$ cat src/design/aq_pkg.sv
// acquisition buffer package
// word widths, buffer sizes, transmit thresholds and controller state encodings
`default_nettype none

package aq_pkg;

   localparam int SAMPLE_WIDTH   = 16;
   localparam int BB_ADDR_WIDTH  = 9;
   localparam int LEVEL_WIDTH    = 7;  // holds 0..64
   localparam int WORD_CNT_WIDTH = 5;

   typedef logic [SAMPLE_WIDTH-1:0]   sample_t;
   typedef logic [BB_ADDR_WIDTH-1:0]  bb_addr_t;
   typedef logic [LEVEL_WIDTH-1:0]    level_t;
   typedef logic [WORD_CNT_WIDTH-1:0] word_cnt_t;

   localparam int BLOCKSIZE      = 32;   // words per block move
   localparam int BB_DEPTH       = 512;
   localparam int FILL_THRESHOLD = BB_DEPTH - BLOCKSIZE;

   localparam int AQ_FIFO_DEPTH  = 64;
   localparam int TX_FIFO_DEPTH  = 32;

   // transmit refill hysteresis
   localparam int TX_HIGH_MARK   = 16;
   localparam int TX_LOW_MARK    = 5;

   typedef enum logic [1:0]
   {
      AQ_WAITING,
      AQ_WRITING,
      AQ_READING,
      AQ_FINISHED
   } aq_state_t;

   typedef enum logic [1:0]
   {
      TX_WAITING,
      TX_FILLING,
      TX_IDLE,
      TX_DONE
   } tx_state_t;

endpackage

`default_nettype wire

$ cat src/design/aq_fifo_ctl.sv
// acquisition control
// gates sample writes and moves 32-word blocks from the acquisition FIFO to the block buffer
`default_nettype none

module aq_fifo_ctl
(
   input  logic             write_clk,
   input  logic             rst,
   input  logic             start_aq,
   input  aq_pkg::level_t   aq_level,
   input  logic             last_word,
   output logic             aq_rd,
   output logic             cnt_count,
   output logic             cnt_clear,
   output logic             bb_wr,
   output aq_pkg::bb_addr_t bb_wr_addr,
   output logic             acquiring,
   output logic             bb_filled
);

   aq_pkg::aq_state_t state;
   aq_pkg::bb_addr_t  wr_ptr;
   logic              rd_delay;     // FIFO read data lands one cycle after aq_rd
   logic              block_ready;
   logic              last_block;

   assign block_ready = aq_level >= aq_pkg::level_t'(aq_pkg::BLOCKSIZE);

   // two writes of the block are still pending when the last read issues
   assign last_block = wr_ptr == aq_pkg::bb_addr_t'(aq_pkg::FILL_THRESHOLD - 2);

   assign aq_rd     = state == aq_pkg::AQ_READING;
   assign cnt_count = aq_rd;
   assign cnt_clear = (state == aq_pkg::AQ_WRITING) && block_ready;

   assign bb_wr      = rd_delay;
   assign bb_wr_addr = wr_ptr;

   // samples keep flowing in while a block is moved
   assign acquiring = (state == aq_pkg::AQ_WRITING) || (state == aq_pkg::AQ_READING);
   assign bb_filled = state == aq_pkg::AQ_FINISHED;

   always_ff @(posedge write_clk or posedge rst)
   begin
      if (rst)
         state <= aq_pkg::AQ_WAITING;
      else
      begin
         case (state)
            aq_pkg::AQ_WAITING:
            begin
               if (start_aq)
                  state <= aq_pkg::AQ_WRITING;
            end
            aq_pkg::AQ_WRITING:
            begin
               if (block_ready)
                  state <= aq_pkg::AQ_READING;
            end
            aq_pkg::AQ_READING:
            begin
               if (last_word)
               begin
                  if (last_block)
                     state <= aq_pkg::AQ_FINISHED;
                  else
                     state <= aq_pkg::AQ_WRITING;
               end
            end
            aq_pkg::AQ_FINISHED:
               state <= aq_pkg::AQ_FINISHED;  // held until reset
            default:
               state <= aq_pkg::AQ_WAITING;
         endcase
      end
   end

   always_ff @(posedge write_clk or posedge rst)
   begin
      if (rst)
      begin
         rd_delay <= 1'b0;
         wr_ptr   <= '0;
      end
      else
      begin
         rd_delay <= aq_rd;
         if (rd_delay)
            wr_ptr <= wr_ptr + aq_pkg::bb_addr_t'(1);
      end
   end

endmodule

`default_nettype wire

$ cat config.mk
export PLATFORM = sky130hd
export DESIGN_NAME = aq_fifo_ctl
export DESIGN_NICKNAME = d
export VERILOG_FILES = /design/src/design/aq_pkg.sv /design/src/design/aq_fifo_ctl.sv
export SDC_FILE = /design/constraint.sdc
export NUM_CORES = 1
export LEC_CHECK = 0
export BUFFER_PORTS_ARGS = -buffer_cell sky130_fd_sc_hd__buf_2
export CAP_MARGIN = 0
export CORE_MARGIN = 2
export CORE_UTILIZATION = 30
export CTS_BUF_LIST = sky130_fd_sc_hd__clkbuf_2
export DETAILED_ROUTE_END_ITERATION = 12
export GPL_TIMING_DRIVEN = 0
export PLACE_DENSITY = 0.65
export SLEW_MARGIN = 20
export SYNTH_ARGS = -nofsm -noshare
export SYNTH_HDL_FRONTEND = slang
export SYNTH_SLANG_ARGS = --single-unit
$ cat constraint.sdc
create_clock -name write_clk -period 1.5 [get_ports write_clk]
set_input_delay 0.15 -clock write_clk [delete_from_list [all_inputs] [get_ports write_clk]]
set_output_delay 0.15 -clock write_clk [all_outputs]
set_load 0.02 [all_outputs]
==> Word-level counts from Yosys, hierarchy flattened <==
Cells that the tools add are included.
{ "word_totals": {"register_bits": 12, "in_bits": 11, "output_inout_bits": 15, "elab_cells": 21} }
{ "op_classes": {"n_addsub": 1, "magnitude_cmp": 1, "n_eq_ne": 7, "muxes": 5, "n_reduce_logical": 4} }
{ "ops": {"columns": ["operator", "count"], "rows": [
  ["9-bit by 1-bit adder with 9-bit output, second input constant", 1],
  ["9-bit == test, second input constant", 1],
  ["2-bit two-way mux", 4],
  ["2-bit one-hot mux with 4 select lines", 1],
  ["7-bit by 6-bit greater-or-equal comparator with 1-bit output, second input constant", 1],
  ["2-bit inequality test, second input constant", 3],
  ["2-bit == test, second input constant", 2],
  ["3-bit AND reduction", 1],
  ["2-bit by 1-bit == test with 1-bit output, second input constant", 1],
  ["2-bit zero test", 1],
  ["1-bit logical AND", 1],
  ["1-bit logical OR", 1]
]} }

==> Depth between registers and ports, before layout <==
Gate-level depths: netlist (run 1).
{ "logic_depth": {"word_depth": 4, "ltp_mapped": 5, "depth_no_buf": 5} }

==> Worst setup path before layout (run 1) <==
Ideal clock, no wire load.
{ "synth_path": {"path_type": "reg2reg", "start": "register state[1]", "end": "register state[1]", "setup_ns": 0.084, "arrival_time_ns": 1.338, "required_time_ns": 1.416, "path_slack_ns": 0.079, "path_stages_with_launch": 6, "period_less_slack_ns": 1.421, "cell_sequence": "dfrtp_1 inv_1 ha_1 or3b_1 and3_4 a41oi_2"} }
{ "synth_via": {"elab_chain_cells": 3, "elab_cells_between_ends": 9, "cone_classes": "eq/ne (6); mux (1); reduce/logical (2)"} }
{ "synth_lines": {"columns": ["item", "line", "text"], "rows": [
  ["from (decl)", "aq_fifo_ctl.sv:21", "aq_pkg::aq_state_t state;"],
  ["from (signal assigned)", "aq_fifo_ctl.sv:46", "state <= aq_pkg::AQ_WAITING;"],
  ["from (signal assigned)", "aq_fifo_ctl.sv:53", "state <= aq_pkg::AQ_WRITING;"],
  ["from (signal assigned)", "aq_fifo_ctl.sv:58", "state <= aq_pkg::AQ_READING;"],
  ["2-bit by 1-bit == test with 1-bit output (tied with other cells)", "aq_fifo_ctl.sv:49", "case (state)"],
  ["2-bit inequality test (no source line)", null, null],
  ["3-bit AND reduction (no source line)", null, null]
]} }
Several ways; a longest one is shown, not always the timed one.
A chain may end at the register's enable or synchronous reset.

==> Final worst setup path (run 1) <==
Same ends and word-level chain as after synthesis.

==> run summary, run 1 <==
RUN STATUS
-------------------------------------------------------------------------------------------------
Status                                                                               complete, no violations

ROUTING
-------------------------------------------------------------------------------------------------
Total Wirelength                                                                          1.14 mm
Met1 routed wirelength after detailed routing                                              573 um
Met3 layer wire length in the routed design                                                 77 um
Top Metal Used                                                                               met4
Post-route DRC                                                                                  0
Vias                                                                                          494
Post-DR wirelength/cell                                                                   10.3 um
Iteration-0 DRC Markers                                                                         7
Initial DRT Pass Iterations                                                                     3
Detail Route Antenna Nets                                                                       0
Met2 Routed Length                                                                         480 um
Number of vias per cell after detailed routing                                               4.45

SYNTHESIS
-------------------------------------------------------------------------------------------------
Post-synth design cell area                                                             628 sq um
Share of async-settable or async-resettable flops after synthesis                            1.00
Mean cell area of the mapped netlist                                                   11.2 sq um
Seq cells post-synth                                                                           12
Synth Flop Type                                                                           dfrtp_1
Number of instances in the synthesized netlist                                                 56
Total nets after synthesis                                                                     73
Number of enable-type register cells in the synthesized netlist                                 0
Number of warning messages in the yosys log                                                     0
Sequential fraction of the synthesis area                                                   0.478
Number of distinct library cell variants in the gate-level netlist after synthesis             21

CELLS AND AREA
-------------------------------------------------------------------------------------------------
NumNets Final                                                                                 102
Area growth from synthesis to layout                                                        36.5%
Commonest non-fill, non-tap cells in the layout                                      buf_2 (19), dfrtp_1 (11), xnor2_1 (5)
Count of placed standard cells in the final layout, fillers left out                          111
Leading cell type in the layout, fill and taps excluded                                     buf_2
Share of post-route cells with drive strength above 1                                       0.429
Final core utilization                                                                      0.437
Count of antenna diodes in the layout                                                           0

SETUP PATH
-------------------------------------------------------------------------------------------------
Worst endpoint required time                                                              1.68 ns
Slowest library cell on the worst path                                                    dfrtp_1
WP buf/inv                                                                                      1
Worst path cell trace                                                                inv_2, ha_4, or3b_4, and3_4, a41oi_2
Max incr delay on CP                                                                      0.45 ns
Startpoint class of the critical path                                                   flip-flop
Kind of capture point of the worst setup path                                           flip-flop
Arrival time at the worst endpoint                                                        1.66 ns
Crit path kind                                                                            reg2reg
Critical Path Fanout Max                                                                        4
Delay-heaviest family, CP                                                            simple AND/OR/NAND/NOR gates

PLACEMENT
-------------------------------------------------------------------------------------------------
DPL Wire Length                                                                            817 um
Weighted congestion at the end of routability-driven global placement                       0.765
Count of buffers inserted at the top-level ports                                               20
Inst Count DP                                                                                 103

PWR
-------------------------------------------------------------------------------------------------
Post-layout power                                                                         1680 uW
Power density normalized to cell area                                                1960 nW/um^2
Static Leakage                                                                        0.000437 uW
Worst IR drop on VDD                                                                     0.897 mV

GLOBAL ROUTING
-------------------------------------------------------------------------------------------------
Vias in the first global route                                                                416
Global-route wire length before repair                                                    1.83 mm
Leftover overflow at the end of global routing                                                  0
Number of antenna violations at the first check in global routing                               0
GRT Resource Usage Total                                                                    0.101
Maximum number of pins on one net before global-route repair                                   13

STA
-------------------------------------------------------------------------------------------------
Fin crit share                                                                              0.988
Worst-Margin Slew                                                                        0.460 ns
Aggregate negative setup slack                                                               0 ns
Slew margin rel.                                                                            0.693
Unrepaired setup endpoints after global routing                                               yes
Final Hold Viols                                                                                0
Pins over their slew limit                                                                      0
Final Critical Period                                                                     1.48 ns
Setup Skew                                                                            0.000927 ns
Maximum operating frequency                                                               675 MHz
Count of final setup violators                                                                  0

CLOCK TREE
-------------------------------------------------------------------------------------------------
Clk_lat worst skew                                                                        0.25 ns
CTS tree                                                                                      yes
TritonCTS buffer count                                                                          3
Maximum count of clock buffers along a single path                                              2
Clock-pin slew on the worst setup and hold paths                                          0.11 ns
Cell at the root of the clock tree                                                       clkbuf_2
Sinks on Clock Net                                                                             12
Total number of H-tree levels                                                                   1

DIE
-------------------------------------------------------------------------------------------------
Boundary Pins                                                                                  26
# rows                                                                                         16
Standard cell core area                                                                1960 sq um
Die footprint                                                                          2480 sq um
Initial Util                                                                                0.320
Die extent in y                                                                           49.8 um
Floorplan die width                                                                       49.8 um

RUN
-------------------------------------------------------------------------------------------------
Number of max-capacitance violations reported                                                   0

WORST HOLD PATH
-------------------------------------------------------------------------------------------------
Worst min-delay path class                                                                 in2reg

==> logic make-up after synthesis <==
group,Yosys count,share of synthesized area
adder cells (fa/ha/maj),6,0.120
buffers and inverters,6,0.0418
AO/OA/AOI/OAI,5,0.0697
flip-flops,12,0.478
AND/OR/NAND/NOR,19,0.179
XOR/XNOR,8,0.112
==> flip-flops by register name (all words and copies together), names as in the netlist <==
register	count
bb_wr_addr	9
state	2
bb_wr	1
==> tightest hold or removal path, delay by kind of cell <==
family | cells | cell delay [ns]
AND/OR/NAND/NOR | 2 | 0.24
buffers and inverters | 1 | 0.09
AO/OA/AOI/OAI | 1 | 0.07
==> layout make-up <==
type,instances,area (sq um)
buffer,1,7.51
clock buffer,3,15.0
clock inverter,1,3.75
fill,202,1100
inverter,5,18.8
multi-input combinational,38,329
sequential,12,302
tap,27,33.8
timing repair buffer,24,148
==> synthesized netlist by cell type, drive strengths merged (2+ instances only) <==
cell / instances / area [sq um]
dfrtp: 12 / 300
ha: 6 / 75.1
inv: 5 / 18.8
xnor2: 5 / 43.8
nand2: 4 / 15.0
nand4: 3 / 18.8
nor2: 3 / 11.3
xor2: 3 / 26.3
a41oi: 2 / 25.0
and3: 2 / 17.5
nand2b: 2 / 12.5
nand3: 2 / 10.0
==> layer usage <==
layer  GRT usage  vias to the layer above
met5           0                        -
li1            -                      248
met3      0.0364                        2
met2       0.129                       16
met1       0.137                      228
met4      0.0694                        0
==> metrics by stage <==
| step | hold WS, ns | worst slack (ns) | area (sq um) |
|---|---|---|---|
| final | 0.332 | 0.0185 | 857 |
| after global routing | 0.327 | -0.0457 | 857 |
| after CTS | 0.305 | 0.000223 | 798 |
| after detailed placement | 0.173 | -0.0154 | 762 |
| after global placement | 0.179 | -0.0100 | 762 |
| after floorplan | 0.0147 | 0.0787 | 628 |
==> timing repair <==
item	CTS	global route
hold buffers	1	0
setup buffers	1	2
gates resized for setup	0	9
hold endpoints to repair	12	0
endpoints found under the setup margin	1	4
cloned	0	0
==> power breakdown <==
part,internal [uW],total [uW],switching (uW)
Clock,58.0,159,101
Combinational,425,906,481
Sequential,443,618,175
Total,926,1680,757
==> path summary, 6_finish.rpt <==
kind	startpoint	end	slack, ns	depth (start not counted)
max	state[1]	state[1]	0.02	5
min	start_aq	state[0]	0.33	4
max reg2reg	state[1]	state[1]	0.02	5
min reg2reg	bb_wr_addr[7]	bb_wr_addr[7]	0.50	1
max in group asynchronous	rst	state[0]	0.73	3
min in group asynchronous	rst	bb_wr_addr[5]	0.44	3
(Power assumes the default switching activity.)
==> run 2: changes to the inputs <==
PLACE_DENSITY = 0.53   (was 0.65)
==> run 2 against run 1 <==
Fmax rose by 1.9%. Combinational power shrank 2.3%. Power fell by 1.4%. Largest cell class unchanged. Register-to-register slack improved by 0.03 ns. Largest power group unchanged.
==> run summary, run 2 (synthesis results as in run 1) <==
SETUP PATH
------------------------------------------------------------------------------------
Slowest library cell on the worst path                                       dfrtp_1
Crit-path most repeated cell                                                   buf_4
Startpoint class of the critical path                                      flip-flop
Source of the critical timing path                                          state[1]
Critical Path Fanout Max                                                           3   -1
Kind of capture point of the worst setup path                             output pin
Arrival time at the worst endpoint                                           1.30 ns   -0.36 ns
Worst endpoint required time                                                 1.35 ns   -0.33 ns
Launch point of the worst reg-to-reg path                                   state[1]
Worst path cell trace                                                   buf_4, buf_4, ha_1, buf_2
Max incr delay on CP                                                         0.43 ns   -0.02 ns
Depth of the worst register-to-register path                                       5   unchanged
Worst setup path endpoint                                                  bb_filled
Crit path kind                                                               reg2out
R2R Path End                                                                state[1]
Minimum setup slack among reg-to-reg paths                                   0.05 ns   +0.03 ns

RUN STATUS
------------------------------------------------------------------------------------
Status                                                                  complete, no violations

GLOBAL ROUTING
------------------------------------------------------------------------------------
Grt peak-use layer                                                              met2
Maximum number of pins on one net before global-route repair                      13   unchanged
Leftover overflow at the end of global routing                                     0   unchanged
Fraction of met2 tracks used by global routing                                 0.171   +0.0422
Vias in the first global route                                                   465   +12%
Number of antenna violations at the first check in global routing                  0   unchanged
Global-route wire length before repair                                       2.00 mm   +9.5%
GR Util met1                                                                   0.134   -0.00382
GRT Resource Usage Total                                                       0.111   +0.0109
GR Layer Usage met3                                                           0.0273   -0.00909

CELLS AND AREA
------------------------------------------------------------------------------------
NumNets Final                                                                    102   unchanged
Cell area after layout                                                     850 sq um   -0.88%
Share of post-route cells with drive strength above 1                          0.429   unchanged
Commonest non-fill, non-tap cells in the layout                         buf_2 (20), dfrtp_1 (11), xnor2_1 (5)
Area growth from synthesis to layout                                           35.3%
Count of antenna diodes in the layout                                              0   unchanged
Leading cell type in the layout, fill and taps excluded                        buf_2
Largest register FFs                                                               9   unchanged

CLOCK TREE
------------------------------------------------------------------------------------
Clk_lat worst skew                                                           0.25 ns   about the same
Clock-pin slew on the worst setup and hold paths                             0.12 ns   about the same
Cell at the root of the clock tree                                          clkbuf_2
TritonCTS buffer count                                                             3   unchanged
Sinks on Clock Net                                                                12   unchanged
Total number of H-tree levels                                                      1   unchanged
Maximum count of clock buffers along a single path                                 2   unchanged
CTS tree                                                                         yes

STA
------------------------------------------------------------------------------------
Final Critical Period                                                        1.45 ns   -0.0276 ns
Worst-Margin Slew                                                           0.449 ns   -0.0113 ns
Count of final setup violators                                                     0   unchanged
Final Hold Viols                                                                   0   unchanged
Slew margin rel.                                                               0.701   +0.00756
Aggregate negative setup slack                                                  0 ns   unchanged
Pins over their slew limit                                                         0   unchanged
Fin crit share                                                                 0.969   -0.0184
Setup Skew                                                                0.00908 ns   +0.00815 ns
Unrepaired setup endpoints after global routing                                  yes
Maximum operating frequency                                                  688 MHz   +1.9%

DIE
------------------------------------------------------------------------------------
Die footprint                                                             2480 sq um   unchanged
Floorplan die width                                                          49.8 um   unchanged
Standard cell core area                                                   1960 sq um   unchanged
# rows                                                                            16   unchanged
Die extent in y                                                              49.8 um   unchanged
Initial Util                                                                   0.320   unchanged
Boundary Pins                                                                     26   unchanged

PWR
------------------------------------------------------------------------------------
Static Leakage                                                           0.000433 uW   -0.98%
Switching Power                                                               765 uW   +1.0%
Worst IR drop on VDD                                                        0.771 mV   -14%
Power density normalized to cell area                                   1950 nW/um^2   -0.49%
Combinational fraction of design power                                         0.533   -0.005
Int Pwr                                                                       896 uW   -3.3%
Clock share of power                                                           0.095   about the same
Sequential group share of total power                                          0.372   +0.005
Fraction of power spent switching nets                                         0.461   +0.0109

ROUTING
------------------------------------------------------------------------------------
Post-DR wirelength/cell                                                      11.1 um   +8.2%
Initial DRT Pass Iterations                                                        2   -1
Post-route DRC                                                                     0   unchanged
Total Wirelength                                                             1.23 mm   +8.2%
Iteration-0 DRC Markers                                                           12   +5
Vias                                                                             487   -1.4%
Detail Route Antenna Nets                                                          0   unchanged
Number of vias per cell after detailed routing                                  4.39   -1.4%

PLACEMENT
------------------------------------------------------------------------------------
Count of buffers inserted at the top-level ports                                  20   unchanged
Weighted congestion at the end of routability-driven global placement          0.675   -12%
DPL Wire Length                                                               897 um   +9.8%
Post-placement cell area                                                   762 sq um   unchanged

RUN
------------------------------------------------------------------------------------
Number of max-capacitance violations reported                                      0   unchanged

WORST HOLD PATH
------------------------------------------------------------------------------------
Worst min-delay path class                                                    in2reg

[run 2: cell counts in the layout (fill, tap and decap cells not counted)]
No cell type changed its count.
[run 2: how the worst min path moves through the flow]
stage / startpoint / endpoint / slack, ns / cells after the start
after floorplan: rst / bb_wr / 0.01 / 1
after global placement: rst / bb_wr / 0.19 / 2
after detailed placement: rst / bb_wr / 0.18 / 2
after CTS: start_aq / state[0] / 0.30 / 4
after global routing: start_aq / state[0] / 0.33 / 4
final: start_aq / state[0] / 0.34 / 4
[run 2: power groups by stage]
stage / Clock, uW / Combinational, uW / Sequential (uW)
after global routing: 191 / 966 / 644
after global placement: 0 / 748 / 618
after detailed placement: 0 / 758 / 623
after floorplan: 0 / 457 / 696
final: 158 / 885 / 618
after CTS: 167 / 794 / 608
[run 2: stage by stage]
stage / util / hold WS, ns / setup WS [ns] / std cells / total power (uW)
6_report: 0.433 / 0.339 / 0.0461 / 111 / 1660
2_1_floorplan: - / 0.0147 / 0.0787 / 56 / 1150
4_1_cts: 0.408 / 0.298 / -0.00236 / 109 / 1570
3_5_place_dp: 0.388 / 0.177 / -0.0220 / 103 / 1380
3_3_place_gp: 0.388 / 0.193 / -0.0137 / 103 / 1370
5_1_grt: 0.433 / 0.331 / -0.0311 / 111 / 1800
[run 2: final cells by class]
| cell class | count | area, sq um |
|---|---|---|
| buffer | 1 | 7.51 |
| clock buffer | 3 | 15.0 |
| clock inverter | 1 | 3.75 |
| fill | 212 | 1110 |
| inverter | 5 | 18.8 |
| multi-input combinational | 38 | 337 |
| sequential | 12 | 302 |
| tap | 27 | 33.8 |
| timing repair buffer | 24 | 133 |
[run 2: layer usage]
layer	wire length (um)	up-vias
li1	-	248
met1	571	223
met2	587	14
met3	55	2
met4	19	0
met5	0	-
[run 2: critical path: cells and delay by family (launching register included)]
kind | cells | cell delay [ns]
flops | 1 | 0.43
buf+inv | 3 | 0.44
fa+ha+maj | 1 | 0.18
[run 2: timing repair]
action | 4_1_cts | 5_1_grt
setup buffers | 1 | 2
setup endpoints to repair | 3 | 4
hold buffers | 1 | 0
hold endpoints to repair | 12 | 0
gates resized for setup | 1 | 8
cloned | 0 | 0
